`src/rtl/alu_pkg.sv`:
```
`default_nettype none

package alu_pkg;

	localparam int DATA_W = 32;
	localparam int SHAMT_W = 5;

	// Operand and result word
	typedef logic [DATA_W-1:0] word_t;

	typedef logic [SHAMT_W-1:0] shamt_t;

	// Encodings 8 and above are illegal and answer with an exception
	typedef enum logic [4:0] {
		OP_ADD = 5'd0,
		OP_SUB = 5'd1,
		OP_AND = 5'd2,
		OP_OR  = 5'd3,
		OP_SLL = 5'd4,
		OP_SRA = 5'd5,
		OP_MUL = 5'd6,
		OP_DIV = 5'd7
	} alu_op_t;

	typedef struct packed {
		alu_op_t op;
		word_t   operand_a;
		word_t   operand_b;
		shamt_t  shamt;
	} alu_req_t;

	// Flags always compare operand_a with operand_b as signed values
	typedef struct packed {
		word_t result;
		logic  not_equal;
		logic  less_than;
		logic  exception;
	} alu_rsp_t;

endpackage

`default_nettype wire

```
`src/rtl/carry_select_adder.sv`:
```
`default_nettype none

module carry_select_adder #(
	parameter int GROUP_W = 4
) (
	input  wire alu_pkg::word_t a,
	input  wire alu_pkg::word_t b,
	input  wire                 carry_in,
	output alu_pkg::word_t      sum,
	output logic                carry_out
);
	import alu_pkg::*;

	localparam int GROUPS = DATA_W / GROUP_W;

	logic [GROUPS:0] carry;

	if (DATA_W % GROUP_W != 0) begin : g_bad_group
		$error("carry_select_adder: GROUP_W must divide DATA_W");
	end

	assign carry[0] = carry_in;

	for (genvar g = 0; g < GROUPS; g++) begin : g_group
		localparam int LO = g * GROUP_W;

		if (g == 0) begin : g_first
			// Lowest group ripples with the real carry
			assign {carry[1], sum[GROUP_W-1:0]} = {1'b0, a[GROUP_W-1:0]}
				+ {1'b0, b[GROUP_W-1:0]} + {{GROUP_W{1'b0}}, carry[0]};
		end else begin : g_upper
			logic [GROUP_W:0] with_c0;
			logic [GROUP_W:0] with_c1;

			// Both carry-in variants, picked once the lower carry settles
			assign with_c0 = {1'b0, a[LO +: GROUP_W]} + {1'b0, b[LO +: GROUP_W]};
			assign with_c1 = {1'b0, a[LO +: GROUP_W]} + {1'b0, b[LO +: GROUP_W]}
				+ {{GROUP_W{1'b0}}, 1'b1};
			assign {carry[g+1], sum[LO +: GROUP_W]} = carry[g] ? with_c1 : with_c0;
		end
	end

	assign carry_out = carry[GROUPS];

endmodule

`default_nettype wire

```
`src/rtl/barrel_shifter.sv`:
```
`default_nettype none

module barrel_shifter (
	input  wire alu_pkg::word_t  value,
	input  wire alu_pkg::shamt_t shamt,
	input  wire                  arith_right,
	output alu_pkg::word_t       shifted
);
	import alu_pkg::*;

	word_t stage [0:SHAMT_W];
	logic  fill;

	// Sign fill only for the arithmetic right shift
	assign fill = arith_right & value[DATA_W-1];
	assign stage[0] = value;

	// One mux stage per shift amount bit, distance doubles each stage
	for (genvar s = 0; s < SHAMT_W; s++) begin : g_stage
		localparam int STEP = 1 << s;

		assign stage[s+1] = !shamt[s] ? stage[s] :
			arith_right ? {{STEP{fill}}, stage[s][DATA_W-1:STEP]} :
			{stage[s][DATA_W-STEP-1:0], {STEP{1'b0}}};
	end

	assign shifted = stage[SHAMT_W];

endmodule

`default_nettype wire

```
`src/rtl/seq_multiplier.sv`:
```
`default_nettype none

module seq_multiplier (
	input  wire                 clock,
	input  wire                 arst_n,
	input  wire                 start,
	input  wire alu_pkg::word_t a,
	input  wire alu_pkg::word_t b,
	output logic                busy,
	output logic                done,
	output alu_pkg::word_t      product,
	output logic                overflow
);
	import alu_pkg::*;

	localparam int CNT_W = $clog2(DATA_W);

	typedef enum logic [1:0] {
		IDLE,
		RUN,
		FINISH
	} state_t;

	state_t              state;
	logic [CNT_W-1:0]    count;
	logic                negative;
	word_t               mcand;
	logic [2*DATA_W-1:0] acc;
	logic [DATA_W:0]     partial;
	logic [2*DATA_W-1:0] signed_acc;

	// Upper half gains the multiplicand when the current multiplier bit is set
	assign partial = {1'b0, acc[2*DATA_W-1:DATA_W]} + (acc[0] ? {1'b0, mcand} : '0);
	assign signed_acc = negative ? -acc : acc;
	assign busy = (state != IDLE);

	always_ff @(posedge clock or negedge arst_n) begin
		if (!arst_n) begin
			state <= IDLE;
			count <= '0;
			done <= 1'b0;
		end else begin
			done <= 1'b0;
			case (state)
				IDLE: begin
					if (start) begin
						state <= RUN;
						count <= '0;
					end
				end
				RUN: begin
					count <= count + 1'b1;
					if (count == CNT_W'(DATA_W - 1))
						state <= FINISH;
				end
				FINISH: begin
					state <= IDLE;
					done <= 1'b1;
				end
				default: state <= IDLE;
			endcase
		end
	end

	always_ff @(posedge clock) begin
		case (state)
			IDLE: begin
				if (start) begin
					negative <= a[DATA_W-1] ^ b[DATA_W-1];
					mcand <= a[DATA_W-1] ? -a : a;
					acc <= {{DATA_W{1'b0}}, (b[DATA_W-1] ? -b : b)};
				end
			end
			RUN: acc <= {partial, acc[DATA_W-1:1]};
			FINISH: begin
				product <= signed_acc[DATA_W-1:0];
				// Product fits only if the high word is pure sign extension
				overflow <= signed_acc[2*DATA_W-1:DATA_W] != {DATA_W{signed_acc[DATA_W-1]}};
			end
			default: ;
		endcase
	end

	done_single_pulse: assert property (@(posedge clock) disable iff (!arst_n)
		done |=> !done);

endmodule

`default_nettype wire

```
`src/rtl/seq_divider.sv`:
```
`default_nettype none

module seq_divider (
	input  wire                 clock,
	input  wire                 arst_n,
	input  wire                 start,
	input  wire alu_pkg::word_t dividend,
	input  wire alu_pkg::word_t divisor,
	output logic                busy,
	output logic                done,
	output alu_pkg::word_t      quotient,
	output logic                fault
);
	import alu_pkg::*;

	localparam int CNT_W = $clog2(DATA_W);
	localparam word_t MOST_NEG = {1'b1, {(DATA_W-1){1'b0}}};

	typedef enum logic [1:0] {
		IDLE,
		CHECK,
		RUN,
		FINISH
	} state_t;

	state_t           state;
	logic [CNT_W-1:0] count;
	logic             negative;
	word_t            quo;
	word_t            dvs;
	word_t            rem;
	logic [DATA_W:0]  shifted;
	logic [DATA_W:0]  trial;

	// Partial remainder takes the next dividend bit, then a trial subtract
	assign shifted = {rem, quo[DATA_W-1]};
	assign trial = shifted - {1'b0, dvs};
	assign busy = (state != IDLE);

	always_ff @(posedge clock or negedge arst_n) begin
		if (!arst_n) begin
			state <= IDLE;
			count <= '0;
			done <= 1'b0;
		end else begin
			done <= 1'b0;
			case (state)
				IDLE: begin
					if (start)
						state <= CHECK;
				end
				CHECK: begin
					state <= RUN;
					count <= '0;
				end
				RUN: begin
					count <= count + 1'b1;
					if (count == CNT_W'(DATA_W - 1))
						state <= FINISH;
				end
				FINISH: begin
					state <= IDLE;
					done <= 1'b1;
				end
				default: state <= IDLE;
			endcase
		end
	end

	always_ff @(posedge clock) begin
		case (state)
			IDLE: begin
				if (start) begin
					quo <= dividend;
					dvs <= divisor;
				end
			end
			CHECK: begin
				// Zero divisor or a quotient that cannot be represented
				fault <= (dvs == '0) || (quo == MOST_NEG && dvs == '1);
				negative <= quo[DATA_W-1] ^ dvs[DATA_W-1];
				quo <= quo[DATA_W-1] ? -quo : quo;
				dvs <= dvs[DATA_W-1] ? -dvs : dvs;
				rem <= '0;
			end
			RUN: begin
				// Restore on a negative trial, keep the difference otherwise
				rem <= trial[DATA_W] ? shifted[DATA_W-1:0] : trial[DATA_W-1:0];
				quo <= {quo[DATA_W-2:0], !trial[DATA_W]};
			end
			FINISH: quotient <= fault ? '0 : (negative ? -quo : quo);
			default: ;
		endcase
	end

	no_start_when_busy: assert property (@(posedge clock) disable iff (!arst_n)
		!(start && busy));

endmodule

`default_nettype wire

```
`src/rtl/alu_core.sv`:
```
`default_nettype none

module alu_core #(
	parameter int ADDER_GROUP = 4
) (
	input  wire                    clock,
	input  wire                    arst_n,
	input  wire alu_pkg::alu_req_t req,
	input  wire                    req_valid,
	output logic                   req_ready,
	output alu_pkg::alu_rsp_t      rsp,
	output logic                   rsp_valid,
	input  wire                    rsp_ready
);
	import alu_pkg::*;

	typedef enum logic [1:0] {
		IDLE,
		WAIT_UNIT,
		HOLD
	} state_t;

	state_t   state;
	alu_req_t req_q;
	logic     accept;
	logic     unit_done;
	word_t    sum;
	word_t    diff;
	word_t    shifted;
	word_t    result;
	logic     exception;
	logic     not_equal;
	logic     less_than;
	logic     mul_start;
	logic     mul_busy;
	logic     mul_done;
	logic     mul_overflow;
	word_t    mul_product;
	logic     div_start;
	logic     div_busy;
	logic     div_done;
	logic     div_fault;
	word_t    div_quotient;

	assign req_ready = (state == IDLE);
	assign rsp_valid = (state == HOLD);
	assign accept = req_valid && req_ready;

	// Sequential units start on the accepting edge, straight from the request
	assign mul_start = accept && (req.op == OP_MUL);
	assign div_start = accept && (req.op == OP_DIV);

	carry_select_adder #(.GROUP_W(ADDER_GROUP)) adder (
		.a(req_q.operand_a), .b(req_q.operand_b), .carry_in(1'b0),
		.sum(sum), .carry_out()
	);

	// A minus B as A plus inverted B plus one
	carry_select_adder #(.GROUP_W(ADDER_GROUP)) subtractor (
		.a(req_q.operand_a), .b(~req_q.operand_b), .carry_in(1'b1),
		.sum(diff), .carry_out()
	);

	barrel_shifter shifter (
		.value(req_q.operand_a), .shamt(req_q.shamt),
		.arith_right(req_q.op == OP_SRA), .shifted(shifted)
	);

	seq_multiplier multiplier (
		.clock(clock), .arst_n(arst_n), .start(mul_start),
		.a(req.operand_a), .b(req.operand_b),
		.busy(mul_busy), .done(mul_done), .product(mul_product), .overflow(mul_overflow)
	);

	seq_divider divider (
		.clock(clock), .arst_n(arst_n), .start(div_start),
		.dividend(req.operand_a), .divisor(req.operand_b),
		.busy(div_busy), .done(div_done), .quotient(div_quotient), .fault(div_fault)
	);

	assign not_equal = |diff;

	// Mixed signs decide directly, equal signs cannot overflow the difference
	always_comb begin
		case ({req_q.operand_a[DATA_W-1], req_q.operand_b[DATA_W-1]})
			2'b01: less_than = 1'b0;
			2'b10: less_than = 1'b1;
			default: less_than = diff[DATA_W-1];
		endcase
	end

	always_comb begin
		result = '0;
		exception = 1'b0;
		unit_done = 1'b1;
		case (req_q.op)
			OP_ADD: result = sum;
			OP_SUB: result = diff;
			OP_AND: result = req_q.operand_a & req_q.operand_b;
			OP_OR:  result = req_q.operand_a | req_q.operand_b;
			OP_SLL, OP_SRA: result = shifted;
			OP_MUL: begin
				result = mul_product;
				exception = mul_overflow;
				unit_done = mul_done;
			end
			OP_DIV: begin
				result = div_quotient;
				exception = div_fault;
				unit_done = div_done;
			end
			default: exception = 1'b1;
		endcase
	end

	always_ff @(posedge clock or negedge arst_n) begin
		if (!arst_n) begin
			state <= IDLE;
		end else begin
			case (state)
				IDLE: if (accept) state <= WAIT_UNIT;
				WAIT_UNIT: if (unit_done) state <= HOLD;
				HOLD: if (rsp_ready) state <= IDLE;
				default: state <= IDLE;
			endcase
		end
	end

	always_ff @(posedge clock) begin
		if (accept)
			req_q <= req;
		if (state == WAIT_UNIT && unit_done)
			rsp <= '{result: result, not_equal: not_equal,
				less_than: less_than, exception: exception};
	end

	rsp_held_stable: assert property (@(posedge clock) disable iff (!arst_n)
		rsp_valid && !rsp_ready |=> rsp_valid && $stable(rsp));

	// Units only run while a request is being worked on
	units_idle_outside_wait: assert property (@(posedge clock) disable iff (!arst_n)
		state != WAIT_UNIT |-> !mul_busy && !div_busy);

endmodule

`default_nettype wire

```
`src/rtl/alu_top.sv`:
```
`default_nettype none

module alu_top #(
	parameter int ADDER_GROUP = 4
) (
	input  wire                    clock,
	input  wire                    arst_n,
	input  wire alu_pkg::alu_req_t req,
	input  wire                    req_valid,
	output logic                   req_ready,
	output alu_pkg::alu_rsp_t      rsp,
	output logic                   rsp_valid,
	input  wire                    rsp_ready
);

	alu_core #(
		.ADDER_GROUP(ADDER_GROUP)
	) core (
		.clock(clock),
		.arst_n(arst_n),
		.req(req),
		.req_valid(req_valid),
		.req_ready(req_ready),
		.rsp(rsp),
		.rsp_valid(rsp_valid),
		.rsp_ready(rsp_ready)
	);

endmodule

`default_nettype wire

```
`config.mk`:
```
export PLATFORM = sky130hd
export DESIGN_NAME = alu_top
export DESIGN_NICKNAME = d
export VERILOG_FILES = /design/src/rtl/alu_pkg.sv /design/src/rtl/carry_select_adder.sv /design/src/rtl/barrel_shifter.sv /design/src/rtl/seq_multiplier.sv /design/src/rtl/seq_divider.sv /design/src/rtl/alu_core.sv /design/src/rtl/alu_top.sv
export SDC_FILE = /design/constraint.sdc
export NUM_CORES = 1
export LEC_CHECK = 0
export ABC_AREA = 1
export BUFFER_PORTS_ARGS = -buffer_cell sky130_fd_sc_hd__clkbuf_2
export CORE_ASPECT_RATIO = 0.6
export CORE_MARGIN = 5
export CORE_UTILIZATION = 30
export DETAILED_ROUTE_END_ITERATION = 8
export GPL_TIMING_DRIVEN = 0
export HOLD_SLACK_MARGIN = 0.1
export PLACE_DENSITY = 0.44
export SLEW_MARGIN = 10
export SYNTH_ARGS = -nofsm -noshare
export SYNTH_HDL_FRONTEND = slang
export SYNTH_SLANG_ARGS = --single-unit
```
`constraint.sdc`:
```
create_clock -name clock -period 4.6 [get_ports clock]
set_input_delay 0.23 -clock clock [delete_from_list [all_inputs] [get_ports clock]]
set_output_delay 0.23 -clock clock [all_outputs]
set_load 0.005 [all_outputs]
```
==> impl_metrics.sql <==
INSERT INTO impl_metrics (metric_group, metric, value, unit) VALUES
('grt', 'grt_pass1_wl', '200000', 'µm'),
('route', 'drtAntennaViolNets', '0', ''),
('synth', 'synthesis.instances', '4112', ''),
('route', 'wire_per_inst', '24.2', 'µm'),
('layout', 'final_area', '36500', 'µm²'),
('timing', 'drv_slew', '0', ''),
('clocking', 'cts_buffer_depth', '3', ''),
('pwr', 'p_leak', '0.0159', 'µW'),
('synth', 'syn-num-nets', '4397', ''),
('critical_path', 'worstSetupStartpoint', 'core.req_q[41]$_DFFE_PP_', ''),
('pwr', 'pwr_density_cell', '661', 'nW/µm²'),
('floorplan', 'fp.dieH', '261', 'µm'),
('timing', 'finalHoldViolations', '0', ''),
('grt', 'grt_antenna_before_repair', '12', ''),
('critical_path', 'timing.rr.start', 'core.req_q[41]$_DFFE_PP_', ''),
('synth', 'synth_top_family_by_area', 'simple AND/OR/NAND/NOR gates', ''),
('synth', 'synth_simple_gate_area_share', '0.253', ''),
('floorplan', 'rows', '92', ''),
('route', 'totalWireLength', '141000', 'µm'),
('synth', 'ys.warnings.count', '0', ''),
('critical_path', 'crit_end', 'core.rsp[25]$_SDFFCE_PN0P_', ''),
('timing', 'setup_tns', '0', 'ps'),
('synth', 'synth.top_cell.area_share', '0.352', ''),
('layout', 'final_core_util', '0.349', ''),
('route', 'detail_route.iter0.violations', '3632', ''),
('synth', 'yosys.area_share.xor_xnor', '0.0637', ''),
('critical_path', 'timing.reg2reg.setup_slack', '170', 'ps'),
('floorplan', 'ioPinCount', '115', ''),
('synth', 'synth.ff_latch_count', '387', ''),
('clocking', 'h-tree-depth', '2', ''),
('synth', 'yosys_most_used_dff', 'edfxtp_1', ''),
('floorplan', 'fp.dieW', '428', 'µm'),
('synth', 'yosys.cell_types.count', '66', ''),
('place', 'hpwl', '116000', 'µm'),
('synth', 'synthTopCellsByArea', 'edfxtp_1 35%, nand2_1 11%, ha_1 7.5%', ''),
('timing', 'fmax', '0.226', 'GHz'),
('grt', 'via_count_of_the_first_global_routing_pass', '27600', ''),
('timing', 'setup_repair_after_global_routing_missed_its_margin', 'no', ''),
('route', 'remaining_design_rule_violation_count', '0', ''),
('layout', 'final-seq-area', '11500', 'µm²'),
('critical_path', 'setup.worst_path.end_class', 'flip-flop', ''),
('timing', 'setup-violations-final', '0', ''),
('synth', 'yosysMostFrequentCell', 'nand2_1', ''),
('critical_path', 'crit_path_max_fanout', '7', ''),
('synth', 'synth_edf_count', '369', ''),
('clocking', 'tritoncts', 'done', ''),
('timing', 'timing.final.crit_share', '0.964', ''),
('min_path', 'hp-class', 'input port to flip-flop', ''),
('layout', 'fill_cells', '11200', ''),
('critical_path', 'cells_on_worst_reg2reg_path', '20', ''),
('synth', 'synth_sequential_area_ratio', '0.367', ''),
('clocking', 'clk_slew_on_worst_s_h_paths', '70', 'ps'),
('critical_path', 'critical_path_arrival', '4750', 'ps'),
('place', 'place_congestion', '0.966', ''),
('clocking', 'cts-buffers-inserted', '46', ''),
('clocking', 'cts-root-buf', 'clkbuf_16', ''),
('synth', 'synth_commonest_cells', '938 x nand2_1, 540 x inv_1, 369 x edfxtp_1', ''),
('critical_path', 'rr_endpoint', 'core.rsp[25]$_SDFFCE_PN0P_', ''),
('grt', 'global_route.overflow_total', '0', ''),
('timing', 'final.setup_skew', '41.1', 'ps'),
('route', 'firstDrtPassIters', '7', ''),
('flow_run', 'max_cap_violations', '0', ''),
('status', 'outcome', 'finished, final reports clean', ''),
('layout', 'drive_above_1_share', '0.0777', ''),
('pwr', 'post-layout-total-power', '24100', 'µW'),
('synth', 'syn-cell-area', '31500', 'µm²'),
('grt', 'grt_max_degree', '49', ''),
('place', 'io_buffer_count', '114', ''),
('timing', 'tightestPinTransition', '1100', 'ps'),
('floorplan', 'floorplan.die_area', '112000', 'µm²'),
('layout', 'area_used_by_multi_input_combinational_logic', '17300', 'µm²');
## final cells by class
| cell class | instances | area share |
|---|---|---|
| Buffer | 133 | 0.0155 |
| Timing Repair Buffer | 206 | 0.0444 |
| Clock buffer | 55 | 0.0333 |
| Tap cell | 1410 | 0.0484 |
| Clock inverter | 27 | 0.0101 |
| Sequential cell | 387 | 0.316 |
| Antenna cell | 2 | 0.000137 |
| Multi-Input combinational cell | 3040 | 0.475 |
| Inverter | 552 | 0.0569 |
## per-stage QoR
step                cells  worst slack, ps  hold WS (ps)
floorplan            4112              743         -65.6
global placement     5636            -1690           348
detailed placement   5644             -139           343
CTS                  5802             11.2           106
global route         5810             14.9           152
finish               5812              167           165
## where the power goes
group	total [µW]	internal (µW)	switching (µW)
combinational	13100	4000	9140
clock	4000	2290	1710
sequential	6960	5590	1370
total	24100	11900	12200
## cell usage in the layout, fill, tap and decap left out, types with 58 or more instances in the layout
cell type / instances
edfxtp_1: 369
nand4_1: 76
nand3_1: 276
clkbuf_1: 104
ha_1: 187
nor2_1: 328
clkbuf_2: 118
o21ai_0: 264
a21oi_1: 253
xor2_1: 175
nor3_1: 58
dlygate4sd3_1: 76
nand2_1: 937
inv_1: 539
## critical path: stages, from the launching register on
cell      delay, ps
edfxtp_1        510
ha_1            280
inv_1            70
fa_1            450
inv_1            80
ha_1            180
nand3_2          90
a21oi_2         180
nand2_1          90
nand2_2         130
nand2_4         100
nand2_4         130
nand2_4          80
nand2_2         110
nand3_2         230
nand2_4         190
inv_2            50
nand3b_1         80
nand2_1         140
a221oi_1        760
nand3_1         150
## sequential cells by signal (all words and copies together) (netlist names), 2 cells and up
name,flops
core.multiplier.mcand,32
core.divider.quo,32
core.state,2
core.rsp,35
core.divider.count,5
core.multiplier.state,2
core.multiplier.acc,64
core.divider.dvs,32
core.req_q,74
core.divider.rem,32
core.divider.state,2
core.divider.quotient,32
core.multiplier.count,5
core.multiplier.product,32
## cells by family after synthesis
group / count (synthesis)
adder cells (fa/ha/maj): 207
AND/OR/NAND/NOR: 1821
AO/OA/AOI/OAI: 784
flip-flops: 387
XOR/XNOR: 228
buffers and inverters: 685
## per-layer routing
layer / part of all wire / global-route usage / up-vias
li1: - / - / 14500
met3: 0.11 / 0.0675 / 127
met2: 0.36 / 0.310 / 1356
met5: 0.00041 / 0 / -
met1: 0.51 / 0.398 / 14500
met4: 0.016 / 0.0412 / 8
## worst min-delay path by stage
stage / startpoint / end / slack (ps) / cells after the start
finish: req[32] / core.req_q[32]$_DFFE_PP_ / 160 / 1
global placement: arst_n / core.divider.count[0]$_DFFE_PN0N_ / 350 / 1
floorplan: arst_n / core.divider.count[0]$_DFFE_PN0N_ / -70 / 0
CTS: req[32] / core.req_q[32]$_DFFE_PP_ / 110 / 1
global route: req[32] / core.req_q[32]$_DFFE_PP_ / 150 / 1
detailed placement: arst_n / core.divider.count[1]$_DFFE_PN0N_ / 340 / 1
## repair_timing
item | 4_1_cts | 5_1_grt
endpoints found under the setup margin | 1 | 26
gates resized for setup | 1 | 5
setup buffers | 0 | 8
endpoints found under the hold margin | 161 | 0
hold buffers | 76 | 0
No activity file was read; power rests on OpenSTA's default activity.
